===== src/hdl/mipsPkg.sv =====
package mipsPkg;

    localparam int dataWidth     = 32;
    localparam int wordAddrWidth = 30;
    localparam int regAddrWidth  = 5;

    typedef logic [5:0] opcodeT;
    typedef logic [5:0] functT;

    localparam opcodeT opRtype = 6'h00;
    localparam opcodeT opAddi  = 6'h08;
    localparam opcodeT opLw    = 6'h23;
    localparam opcodeT opSw    = 6'h2b;
    localparam opcodeT opBeq   = 6'h04;
    localparam opcodeT opJ     = 6'h02;

    localparam functT functAdd = 6'h20;
    localparam functT functSub = 6'h22;
    localparam functT functAnd = 6'h24;
    localparam functT functOr  = 6'h25;
    localparam functT functSlt = 6'h2a;

    // ALU class from the main decoder
    typedef enum logic [1:0] {
        aluOpAdd,
        aluOpSub,
        aluOpRtype
    } aluOpT;

    typedef enum logic [2:0] {
        aluAdd,
        aluSub,
        aluAnd,
        aluOr,
        aluSlt
    } aluCtrlT;

    // All zero is a bubble
    typedef struct packed {
        logic  regDst;
        logic  aluSrc;
        aluOpT aluOp;
        logic  branch;
        logic  jump;
        logic  memRead;
        logic  memWrite;
        logic  memToReg;
        logic  regWrite;
    } ctrlT;

    typedef struct packed {
        logic [dataWidth-1:0] pcPlus4;
        logic [dataWidth-1:0] instr;
    } ifIdT;

    typedef struct packed {
        ctrlT                    ctrl;
        logic [dataWidth-1:0]    pcPlus4;
        logic [dataWidth-1:0]    rsData;
        logic [dataWidth-1:0]    rtData;
        logic [dataWidth-1:0]    imm;
        logic [regAddrWidth-1:0] rs;
        logic [regAddrWidth-1:0] rt;
        logic [regAddrWidth-1:0] rd;
    } idExT;

    typedef struct packed {
        logic                    branch;
        logic                    memRead;
        logic                    memWrite;
        logic                    memToReg;
        logic                    regWrite;
        logic                    zero;
        logic [dataWidth-1:0]    branchTarget;
        logic [dataWidth-1:0]    aluResult;
        logic [dataWidth-1:0]    storeData;
        logic [regAddrWidth-1:0] destReg;
    } exMemT;

    typedef struct packed {
        logic                    memToReg;
        logic                    regWrite;
        logic [dataWidth-1:0]    loadData;
        logic [dataWidth-1:0]    aluResult;
        logic [regAddrWidth-1:0] destReg;
    } memWbT;

    typedef enum logic [1:0] {
        fwdNone,
        fwdFromMem,
        fwdFromWb
    } fwdSelT;

endpackage


===== src/hdl/pipeStage.sv =====
module pipeStage #(
    parameter type payloadT = logic
) (
    input  logic    clk,
    input  logic    rst_n,
    input  logic    hold,
    input  logic    flush,
    input  payloadT d,
    output payloadT q
);

    // Hold wins over flush so a stalled cache sees stable outputs
    always_ff @(posedge clk) begin
        if (!rst_n) begin
            q <= '0;
        end else if (hold) begin
            q <= q;
        end else if (flush) begin
            q <= '0;
        end else begin
            q <= d;
        end
    end

endmodule


===== src/hdl/fetchUnit.sv =====
module fetchUnit (
    input  logic                               clk,
    input  logic                               rst_n,
    input  logic                               hold,
    input  logic                               branchTaken,
    input  logic [mipsPkg::dataWidth-1:0]      branchTarget,
    input  logic                               jumpTaken,
    input  logic [mipsPkg::dataWidth-1:0]      jumpTarget,
    output logic [mipsPkg::wordAddrWidth-1:0]  iCacheAddr,
    output logic [mipsPkg::dataWidth-1:0]      pcPlus4
);

    logic [mipsPkg::dataWidth-1:0] pc;
    logic [mipsPkg::dataWidth-1:0] nextPc;

    assign pcPlus4 = pc + 32'd4;

    // Branch in MEM is older than a jump in ID
    always_comb begin
        if (branchTaken) begin
            nextPc = branchTarget;
        end else if (jumpTaken) begin
            nextPc = jumpTarget;
        end else begin
            nextPc = pcPlus4;
        end
    end

    always_ff @(posedge clk) begin
        if (!rst_n) begin
            pc <= '0;
        end else if (!hold) begin
            pc <= nextPc;
        end
    end

    assign iCacheAddr = pc[31:2];

endmodule


===== src/hdl/decodeUnit.sv =====
module decodeUnit (
    input  logic                              clk,
    input  logic                              rst_n,
    input  mipsPkg::ifIdT                     ifId,
    input  logic                              bubble,
    input  logic [mipsPkg::regAddrWidth-1:0]  wbDest,
    input  logic [mipsPkg::dataWidth-1:0]     wbData,
    input  logic                              wbWrite,
    output mipsPkg::idExT                     idEx,
    output logic                              jumpTaken,
    output logic [mipsPkg::dataWidth-1:0]     jumpTarget
);

    import mipsPkg::*;

    logic [dataWidth-1:0]    regs [32];
    logic [regAddrWidth-1:0] rs;
    logic [regAddrWidth-1:0] rt;
    opcodeT                  opcode;
    ctrlT                    decoded;
    ctrlT                    ctrl;

    assign opcode = ifId.instr[31:26];
    assign rs     = ifId.instr[25:21];
    assign rt     = ifId.instr[20:16];

    always_comb begin
        decoded = '0;
        case (opcode)
            opRtype: begin
                decoded.regDst   = 1'b1;
                decoded.aluOp    = aluOpRtype;
                decoded.regWrite = 1'b1;
            end
            opAddi: begin
                decoded.aluSrc   = 1'b1;
                decoded.regWrite = 1'b1;
            end
            opLw: begin
                decoded.aluSrc   = 1'b1;
                decoded.memRead  = 1'b1;
                decoded.memToReg = 1'b1;
                decoded.regWrite = 1'b1;
            end
            opSw: begin
                decoded.aluSrc   = 1'b1;
                decoded.memWrite = 1'b1;
            end
            opBeq: begin
                decoded.branch = 1'b1;
                decoded.aluOp  = aluOpSub;
            end
            opJ:     decoded.jump = 1'b1;
            default: decoded = '0;
        endcase
    end

    // Load-use bubble
    assign ctrl = bubble ? '0 : decoded;

    always_ff @(posedge clk) begin
        if (!rst_n) begin
            regs <= '{default: '0};
        end else if (wbWrite && wbDest != '0) begin
            regs[wbDest] <= wbData;
        end
    end

    // Write-first bypass from writeback
    assign idEx.rsData = (rs == '0) ? '0 :
                         (wbWrite && wbDest == rs) ? wbData : regs[rs];
    assign idEx.rtData = (rt == '0) ? '0 :
                         (wbWrite && wbDest == rt) ? wbData : regs[rt];

    assign idEx.ctrl    = ctrl;
    assign idEx.pcPlus4 = ifId.pcPlus4;
    assign idEx.imm     = {{16{ifId.instr[15]}}, ifId.instr[15:0]};
    assign idEx.rs      = rs;
    assign idEx.rt      = rt;
    assign idEx.rd      = ifId.instr[15:11];

    assign jumpTaken  = ctrl.jump;
    assign jumpTarget = {ifId.pcPlus4[31:28], ifId.instr[25:0], 2'b00};

endmodule


===== src/hdl/executeUnit.sv =====
module executeUnit (
    input  mipsPkg::idExT                  idEx,
    input  mipsPkg::fwdSelT                fwdA,
    input  mipsPkg::fwdSelT                fwdB,
    input  logic [mipsPkg::dataWidth-1:0]  memResult,
    input  logic [mipsPkg::dataWidth-1:0]  wbData,
    output mipsPkg::exMemT                 exMem
);

    import mipsPkg::*;

    aluCtrlT              aluCtrl;
    functT                funct;
    logic [dataWidth-1:0] opA;
    logic [dataWidth-1:0] rtValue;
    logic [dataWidth-1:0] opB;
    logic [dataWidth-1:0] result;

    assign funct = idEx.imm[5:0];

    always_comb begin
        case (idEx.ctrl.aluOp)
            aluOpSub: aluCtrl = aluSub;
            aluOpRtype: begin
                case (funct)
                    functSub: aluCtrl = aluSub;
                    functAnd: aluCtrl = aluAnd;
                    functOr:  aluCtrl = aluOr;
                    functSlt: aluCtrl = aluSlt;
                    functAdd: aluCtrl = aluAdd;
                    default:  aluCtrl = aluAdd;
                endcase
            end
            default: aluCtrl = aluAdd;
        endcase
    end

    // MEM holds the newer value, so it is checked first in hazardUnit
    assign opA = (fwdA == fwdFromMem) ? memResult :
                 (fwdA == fwdFromWb)  ? wbData : idEx.rsData;
    assign rtValue = (fwdB == fwdFromMem) ? memResult :
                     (fwdB == fwdFromWb)  ? wbData : idEx.rtData;
    assign opB = idEx.ctrl.aluSrc ? idEx.imm : rtValue;

    always_comb begin
        case (aluCtrl)
            aluSub:  result = opA - opB;
            aluAnd:  result = opA & opB;
            aluOr:   result = opA | opB;
            aluSlt:  result = {31'd0, $signed(opA) < $signed(opB)};
            default: result = opA + opB;
        endcase
    end

    assign exMem.branch       = idEx.ctrl.branch;
    assign exMem.memRead      = idEx.ctrl.memRead;
    assign exMem.memWrite     = idEx.ctrl.memWrite;
    assign exMem.memToReg     = idEx.ctrl.memToReg;
    assign exMem.regWrite     = idEx.ctrl.regWrite;
    assign exMem.zero         = (result == '0);
    assign exMem.branchTarget = idEx.pcPlus4 + {idEx.imm[29:0], 2'b00};
    assign exMem.aluResult    = result;
    assign exMem.storeData    = rtValue;
    assign exMem.destReg      = idEx.ctrl.regDst ? idEx.rd : idEx.rt;

endmodule


===== src/hdl/hazardUnit.sv =====
module hazardUnit (
    input  mipsPkg::idExT    idEx,
    input  mipsPkg::ifIdT    ifId,
    input  mipsPkg::exMemT   exMem,
    input  mipsPkg::memWbT   memWb,
    output logic             loadUse,
    output mipsPkg::fwdSelT  fwdA,
    output mipsPkg::fwdSelT  fwdB
);

    import mipsPkg::*;

    logic [regAddrWidth-1:0] idRs;
    logic [regAddrWidth-1:0] idRt;
    logic                    memWrites;
    logic                    wbWrites;

    assign idRs = ifId.instr[25:21];
    assign idRt = ifId.instr[20:16];

    // Load in EX whose result the next instruction needs
    assign loadUse = idEx.ctrl.memRead && (idEx.rt == idRs || idEx.rt == idRt);

    // Register 0 never forwards
    assign memWrites = exMem.regWrite && exMem.destReg != '0;
    assign wbWrites  = memWb.regWrite && memWb.destReg != '0;

    always_comb begin
        fwdA = fwdNone;
        if (memWrites && exMem.destReg == idEx.rs) begin
            fwdA = fwdFromMem;
        end else if (wbWrites && memWb.destReg == idEx.rs) begin
            fwdA = fwdFromWb;
        end
    end

    always_comb begin
        fwdB = fwdNone;
        if (memWrites && exMem.destReg == idEx.rt) begin
            fwdB = fwdFromMem;
        end else if (wbWrites && memWb.destReg == idEx.rt) begin
            fwdB = fwdFromWb;
        end
    end

endmodule


===== src/hdl/mipsPipeline.sv =====
module mipsPipeline (
    input  logic                               clk,
    input  logic                               rst_n,
    output logic [mipsPkg::wordAddrWidth-1:0]  iCacheAddr,
    input  logic [mipsPkg::dataWidth-1:0]      iCacheRdata,
    input  logic                               iCacheStall,
    output logic                               dCacheRen,
    output logic                               dCacheWen,
    output logic [mipsPkg::wordAddrWidth-1:0]  dCacheAddr,
    output logic [mipsPkg::dataWidth-1:0]      dCacheWdata,
    input  logic [mipsPkg::dataWidth-1:0]      dCacheRdata,
    input  logic                               dCacheStall
);

    import mipsPkg::*;

    ifIdT                 ifIdD, ifIdQ;
    idExT                 idExD, idExQ;
    exMemT                exMemD, exMemQ;
    memWbT                memWbD, memWbQ;
    fwdSelT               fwdA, fwdB;
    logic                 globalHold;
    logic                 loadUse;
    logic                 stall;
    logic                 branchTaken;
    logic                 jumpTaken;
    logic [dataWidth-1:0] jumpTarget;
    logic [dataWidth-1:0] pcPlus4;
    logic [dataWidth-1:0] wbData;

    assign globalHold  = iCacheStall | dCacheStall;
    assign branchTaken = exMemQ.branch & exMemQ.zero;
    // A taken branch squashes the stalled load, so it must not block the redirect
    assign stall = loadUse & ~branchTaken;

    fetchUnit fetchUnit_inst (
        .clk(clk), .rst_n(rst_n), .hold(globalHold | stall),
        .branchTaken(branchTaken), .branchTarget(exMemQ.branchTarget),
        .jumpTaken(jumpTaken), .jumpTarget(jumpTarget),
        .iCacheAddr(iCacheAddr), .pcPlus4(pcPlus4)
    );

    assign ifIdD = '{pcPlus4: pcPlus4, instr: iCacheRdata};

    pipeStage #(.payloadT(ifIdT)) ifIdStage (
        .clk(clk), .rst_n(rst_n), .hold(globalHold | stall),
        .flush(jumpTaken | branchTaken), .d(ifIdD), .q(ifIdQ)
    );

    decodeUnit decodeUnit_inst (
        .clk(clk), .rst_n(rst_n), .ifId(ifIdQ), .bubble(loadUse),
        .wbDest(memWbQ.destReg), .wbData(wbData), .wbWrite(memWbQ.regWrite),
        .idEx(idExD), .jumpTaken(jumpTaken), .jumpTarget(jumpTarget)
    );

    pipeStage #(.payloadT(idExT)) idExStage (
        .clk(clk), .rst_n(rst_n), .hold(globalHold),
        .flush(branchTaken), .d(idExD), .q(idExQ)
    );

    executeUnit executeUnit_inst (
        .idEx(idExQ), .fwdA(fwdA), .fwdB(fwdB),
        .memResult(exMemQ.aluResult), .wbData(wbData), .exMem(exMemD)
    );

    pipeStage #(.payloadT(exMemT)) exMemStage (
        .clk(clk), .rst_n(rst_n), .hold(globalHold),
        .flush(branchTaken), .d(exMemD), .q(exMemQ)
    );

    hazardUnit hazardUnit_inst (
        .idEx(idExQ), .ifId(ifIdQ), .exMem(exMemQ), .memWb(memWbQ),
        .loadUse(loadUse), .fwdA(fwdA), .fwdB(fwdB)
    );

    // Data cache driven straight from EX/MEM
    assign dCacheRen   = exMemQ.memRead;
    assign dCacheWen   = exMemQ.memWrite;
    assign dCacheAddr  = exMemQ.aluResult[31:2];
    assign dCacheWdata = exMemQ.storeData;

    assign memWbD.memToReg  = exMemQ.memToReg;
    assign memWbD.regWrite  = exMemQ.regWrite;
    assign memWbD.loadData  = dCacheRdata;
    assign memWbD.aluResult = exMemQ.aluResult;
    assign memWbD.destReg   = exMemQ.destReg;

    pipeStage #(.payloadT(memWbT)) memWbStage (
        .clk(clk), .rst_n(rst_n), .hold(globalHold),
        .flush(1'b0), .d(memWbD), .q(memWbQ)
    );

    assign wbData = memWbQ.memToReg ? memWbQ.loadData : memWbQ.aluResult;

endmodule


===== config.mk =====
export PLATFORM = sky130hd
export DESIGN_NAME = mipsPipeline
export DESIGN_NICKNAME = d
export VERILOG_FILES = /design/src/hdl/mipsPkg.sv /design/src/hdl/pipeStage.sv /design/src/hdl/fetchUnit.sv /design/src/hdl/decodeUnit.sv /design/src/hdl/executeUnit.sv /design/src/hdl/hazardUnit.sv /design/src/hdl/mipsPipeline.sv
export SDC_FILE = /design/constraint.sdc
export NUM_CORES = 2
export LEC_CHECK = 0
export BUFFER_PORTS_ARGS = -buffer_cell sky130_fd_sc_hd__buf_2
export CAP_MARGIN = 10
export CORE_MARGIN = 8
export CORE_UTILIZATION = 55
export CTS_CLUSTER_DIAMETER = 50
export DETAILED_ROUTE_END_ITERATION = 7
export PLACE_DENSITY = 0.72
export SYNTH_ARGS = -nofsm -noshare
export SYNTH_HDL_FRONTEND = slang
export SYNTH_SLANG_ARGS = --single-unit

===== constraint.sdc =====
create_clock -name clk -period 7.8 [get_ports clk]
set_input_delay 0.39 -clock clk [delete_from_list [all_inputs] [get_ports clk]]
set_output_delay 0.39 -clock clk [all_outputs]
set_load 0.01 [all_outputs]

==> impl_summary.txt <==
----------------------------------------------------
[Worst setup path]
  Worst Setup Path Type ... flop to flop
  End of the worst register-to-register path ... exMemStage.q[101]
  Nature of the critical path endpoint ... flop
  Worst reg-to-reg setup slack ... 1.06 ns
  Startpoint of the lowest-slack register-to-register path ... memWbStage.q[4]
  Critical Path Fanout Max ... 42
  Worst reg-to-reg path cell count ... 23
  Kind of launch point of the worst setup path ... flop
  Data arrival time at the worst-slack endpoint ... 7.47 ns
  Required time of the critical path ... 8.53 ns

[Finish]
  Layout cells sized above 1 ... 16.4%
  Layout Nets ... 7,800
  Leading cell type in the layout, fill and taps excluded ... nand2_1
  Most frequent cells in the layout ... nand2_1, dfxtp_1, o211a_1, mux4_2, o21ai_0
  Post-synthesis to final-layout area growth ... 9.91%
  Cell Count, Final, Fillers Out ... 9,619
  Non-Filler Cell Area, Final ... 0.0851 mm^2

[Pwr]
  Internal portion of total power ... 12.3 mW
  Peak VDD IR ... 232 uV
  Net switching share of the total power ... 24.4%
  Proportion of power drawn by flip-flops and latches ... 45.2%
  Clock Power Share ... 49.1%
  Total net switching power ... 3.96 mW
  Leakage Power ... 40.6 nW
  Power density over cell area ... 191 mW/mm^2
  Power Total ... 16.2 mW
  Combinational share of power ... 5.7%

[Placement]
  Gpl congestion ... 0.932
  Post-detail-place hpwl ... 155 mm
  Pre-CTS setup slack ... 1.22 ns
  Instance area after placement ... 0.0788 mm^2
  Number of buffer cells added on primary ports ... 161
  Number of placed cells counting well taps ... 9,247

[Timing]
  Post-Route Skew ... 0.0334 ns
  Final min period ... 6.74 ns
  Number of setup violations in the final report ... 0
  Final TNS setup ... 0 ns
  Worst slew margin ... 17.4%
  Part of the cycle the worst path needs ... 86.4%
  Transition time of the tightest slew-check pin ... 1.21 ns
  Unrepaired setup endpoints after global routing ... no
  Max-slew violation count ... 0
  Final hold violation count ... 0
  Final setup slack of the worst path ... 1.06 ns
  Highest clock frequency the design can meet ... 0.148 GHz

[Synthesis]
  Main flop type after synthesis ... dfxtp_1
  Yosys top cell by area ... dfxtp_1
  Async set-or-reset flop fraction in the synthesized netlist ... 0%
  Mapped cell area ... 0.0774 mm^2
  Number of distinct standard cells referenced by the synthesized netlist ... 89
  Net count of the mapped netlist ... 8,187
  Sequential area share after synthesis ... 36.7%
  Avg Synthesized Cell Area ... 9.70 um^2
  Leading post-synthesis cells by cell area ... dfxtp_1, mux4_2, o211a_1
  Area share of the leading cell type in the synthesized netlist ... 36.7%
  Post-synthesis sequential element count ... 1,418
  Yosys warns ... 0
  Cells after synthesis ... 7,988
  Number of synthesized flops with an enable pin ... 0

[Worst hold path]
  Worst min-delay path category ... input port to flop
  Worst hold start ... dCacheStall
  Hold-critical path endpoint ... memWbStage.q[70]
  Depth of the worst hold-timing path ... 4

[Drt]
  Residual DRC count ... 11
  Total detailed-routing wirelength ... 261 mm
  Post-route antenna net violation count ... 0
  Number of vias in the routed layout ... 65,500
  Via-to-Cell Ratio ... 6.81
  Post-DR wirelength/cell ... 27.1 um
  Number of DRC markers in iteration 0 ... 7,648
  Detailed Routing Iterations Pass 1 ... 8

[Clock network]
  Clock Sink Count ... 1,418
  Clock H-tree levels ... 4
  Clock Tree Root ... clkbuf_16
  Setup bufs post-CTS ... 0
  CTS buffer count ... 162
  Worst-path clk slew ... 0.06 ns
  Clk buf depth ... 3
  CTS tree ... yes
  Count of cells resized by post-cts repair ... 0
  Clock insertion delay at the later pin of the skew report ... 0.81 ns

[Die]
  Boundary pin count ... 162
  Placeable core region ... 0.140 mm^2
  Chip Height ... 391 um
  Starting Density ... 55.4%
  Site Rows ... 137
  Die X-Extent ... 391 um
  Die Area ... 0.153 mm^2

[Status]
  Violations in the final reports ... DRC
  Status ... finished with violations

[Run]
  Max-cap violations ... 0

[GRT]
  Vias in the first global route ... 62,900
  Antenna violations before repair ... 7
  Grt total ovfl ... 0
  Overall track demand over capacity in global routing ... 32.9%
  First-pass GRT wire length ... 393 mm
  Largest net degree at the start of global routing ... 259

----------------------------------------------------
sequential cells by signal, summed over array words and instances, names as in the netlist:
| register | flops |
|---|---|
| decodeUnit_inst.regs | 1024 |
| exMemStage.q | 104 |
| fetchUnit_inst.pc | 30 |
| idExStage.q | 127 |
| ifIdStage.q | 62 |
| memWbStage.q | 71 |
area by class of cell:
class | count | area, um^2
clock buffers | 225 | 4780
well taps | 1876 | 2350
multi-input cells | 5546 | 45600
repair buffers | 362 | 2650
inverters | 111 | 417
flip-flops and latches | 1418 | 28400
clock inverters | 76 | 887
diodes | 5 | 12.5
fillers | 11400 | 54600
stage by stage:
| step | hold WS, ns | utilization (%) |
|---|---|---|
| final | 0.0747 | 60.9 |
| after global routing | 0.0814 | 60.9 |
| after CTS | 0.0188 | 60.9 |
| after detailed placement | 0.447 | 56.4 |
| after global placement | 0.438 | 56.4 |
| after floorplan | 0.425 | - |
synthesized netlist by cell type (all sizes together) (48+ instances only):
master,number
and2,56
xnor2,48
a211oi,65
dfxtp,1418
o22ai,67
o211ai,77
a21oi,134
o21ai,303
buf,161
nor3,51
ha,128
nand3,109
mux2,79
mux2i,202
mux4,480
inv,111
clkbuf,752
nor2,166
nor2b,218
a221oi,67
a21boi,146
o211a,1000
a22oi,196
nand2,1527
critical path, stage by stage (launching register included):
cell and delay (ns):
dfxtp_1 0.46, or3_1 0.56, o31ai_1 0.49, nor4_2 0.12, buf_4 0.23, buf_4 0.26
nand2_1 0.10, o21ai_0 0.08, o21ai_0 0.41, nor2_1 0.08, a21oi_1 0.20, inv_1 0.09
ha_1 0.28, or2_2 0.31, o22ai_1 0.30, o21ai_0 0.33, o311ai_0 0.73, a211o_1 0.22
nand4_1 0.16, nor3_1 0.36, nand4_1 0.14, nor4_1 0.45, nand4_1 0.15, o21ai_1 0.14
worst max path at each step:
| stage | start | to | slack [ns] | cells past startpoint |
|---|---|---|---|---|
| 5_1_grt | memWbStage.q[2] | exMemStage.q[101] | 0.64 | 23 |
| 3_5_place_dp | memWbStage.q[2] | exMemStage.q[101] | 1.22 | 23 |
| 2_1_floorplan | memWbStage.q[0] | exMemStage.q[101] | 2.14 | 21 |
| 4_1_cts | memWbStage.q[2] | exMemStage.q[101] | 1.17 | 23 |
| 6_report | memWbStage.q[4] | exMemStage.q[101] | 1.06 | 23 |
| 3_3_place_gp | memWbStage.q[2] | exMemStage.q[101] | 1.33 | 23 |
cells by family after synthesis:
family,Yosys count,synth area share [%]
xor gates and xnor gates,95,1.07
adders and majority gates,131,2.15
and+or+nand+nor,2286,12.8
AOI/OAI and AO/OA,2273,24.1
muxes,761,17.7
DFF,1418,36.7
buffers and inverters,1024,5.49
power by group through the flow:
stage | Sequential [mW] | Clock [mW] | Combinational, mW
finish | 7.35 | 7.97 | 0.926
global route | 7.35 | 8.35 | 0.970
CTS | 7.35 | 8.04 | 0.905
detailed placement | 7.51 | 0 | 0.877
global placement | 7.51 | 0 | 0.871
floorplan | 7.46 | 0 | 0.622
what timing repair did:
action	in CTS	in global routing
hold buffers	66	0
endpoints found under the hold margin	70	0
setup endpoints to repair	0	0
routing by layer:
| layer | wire length (um) | global-route usage (%) | vias to the layer above |
|---|---|---|---|
| met5 | 26 | 0 | - |
| met4 | 14500 | 16.4 | 4 |
| met3 | 27200 | 7.32 | 780 |
| met2 | 118000 | 51.6 | 3417 |
| met1 | 101000 | 42.8 | 32500 |
| li1 | - | - | 28700 |
(Power assumes the default switching activity.)
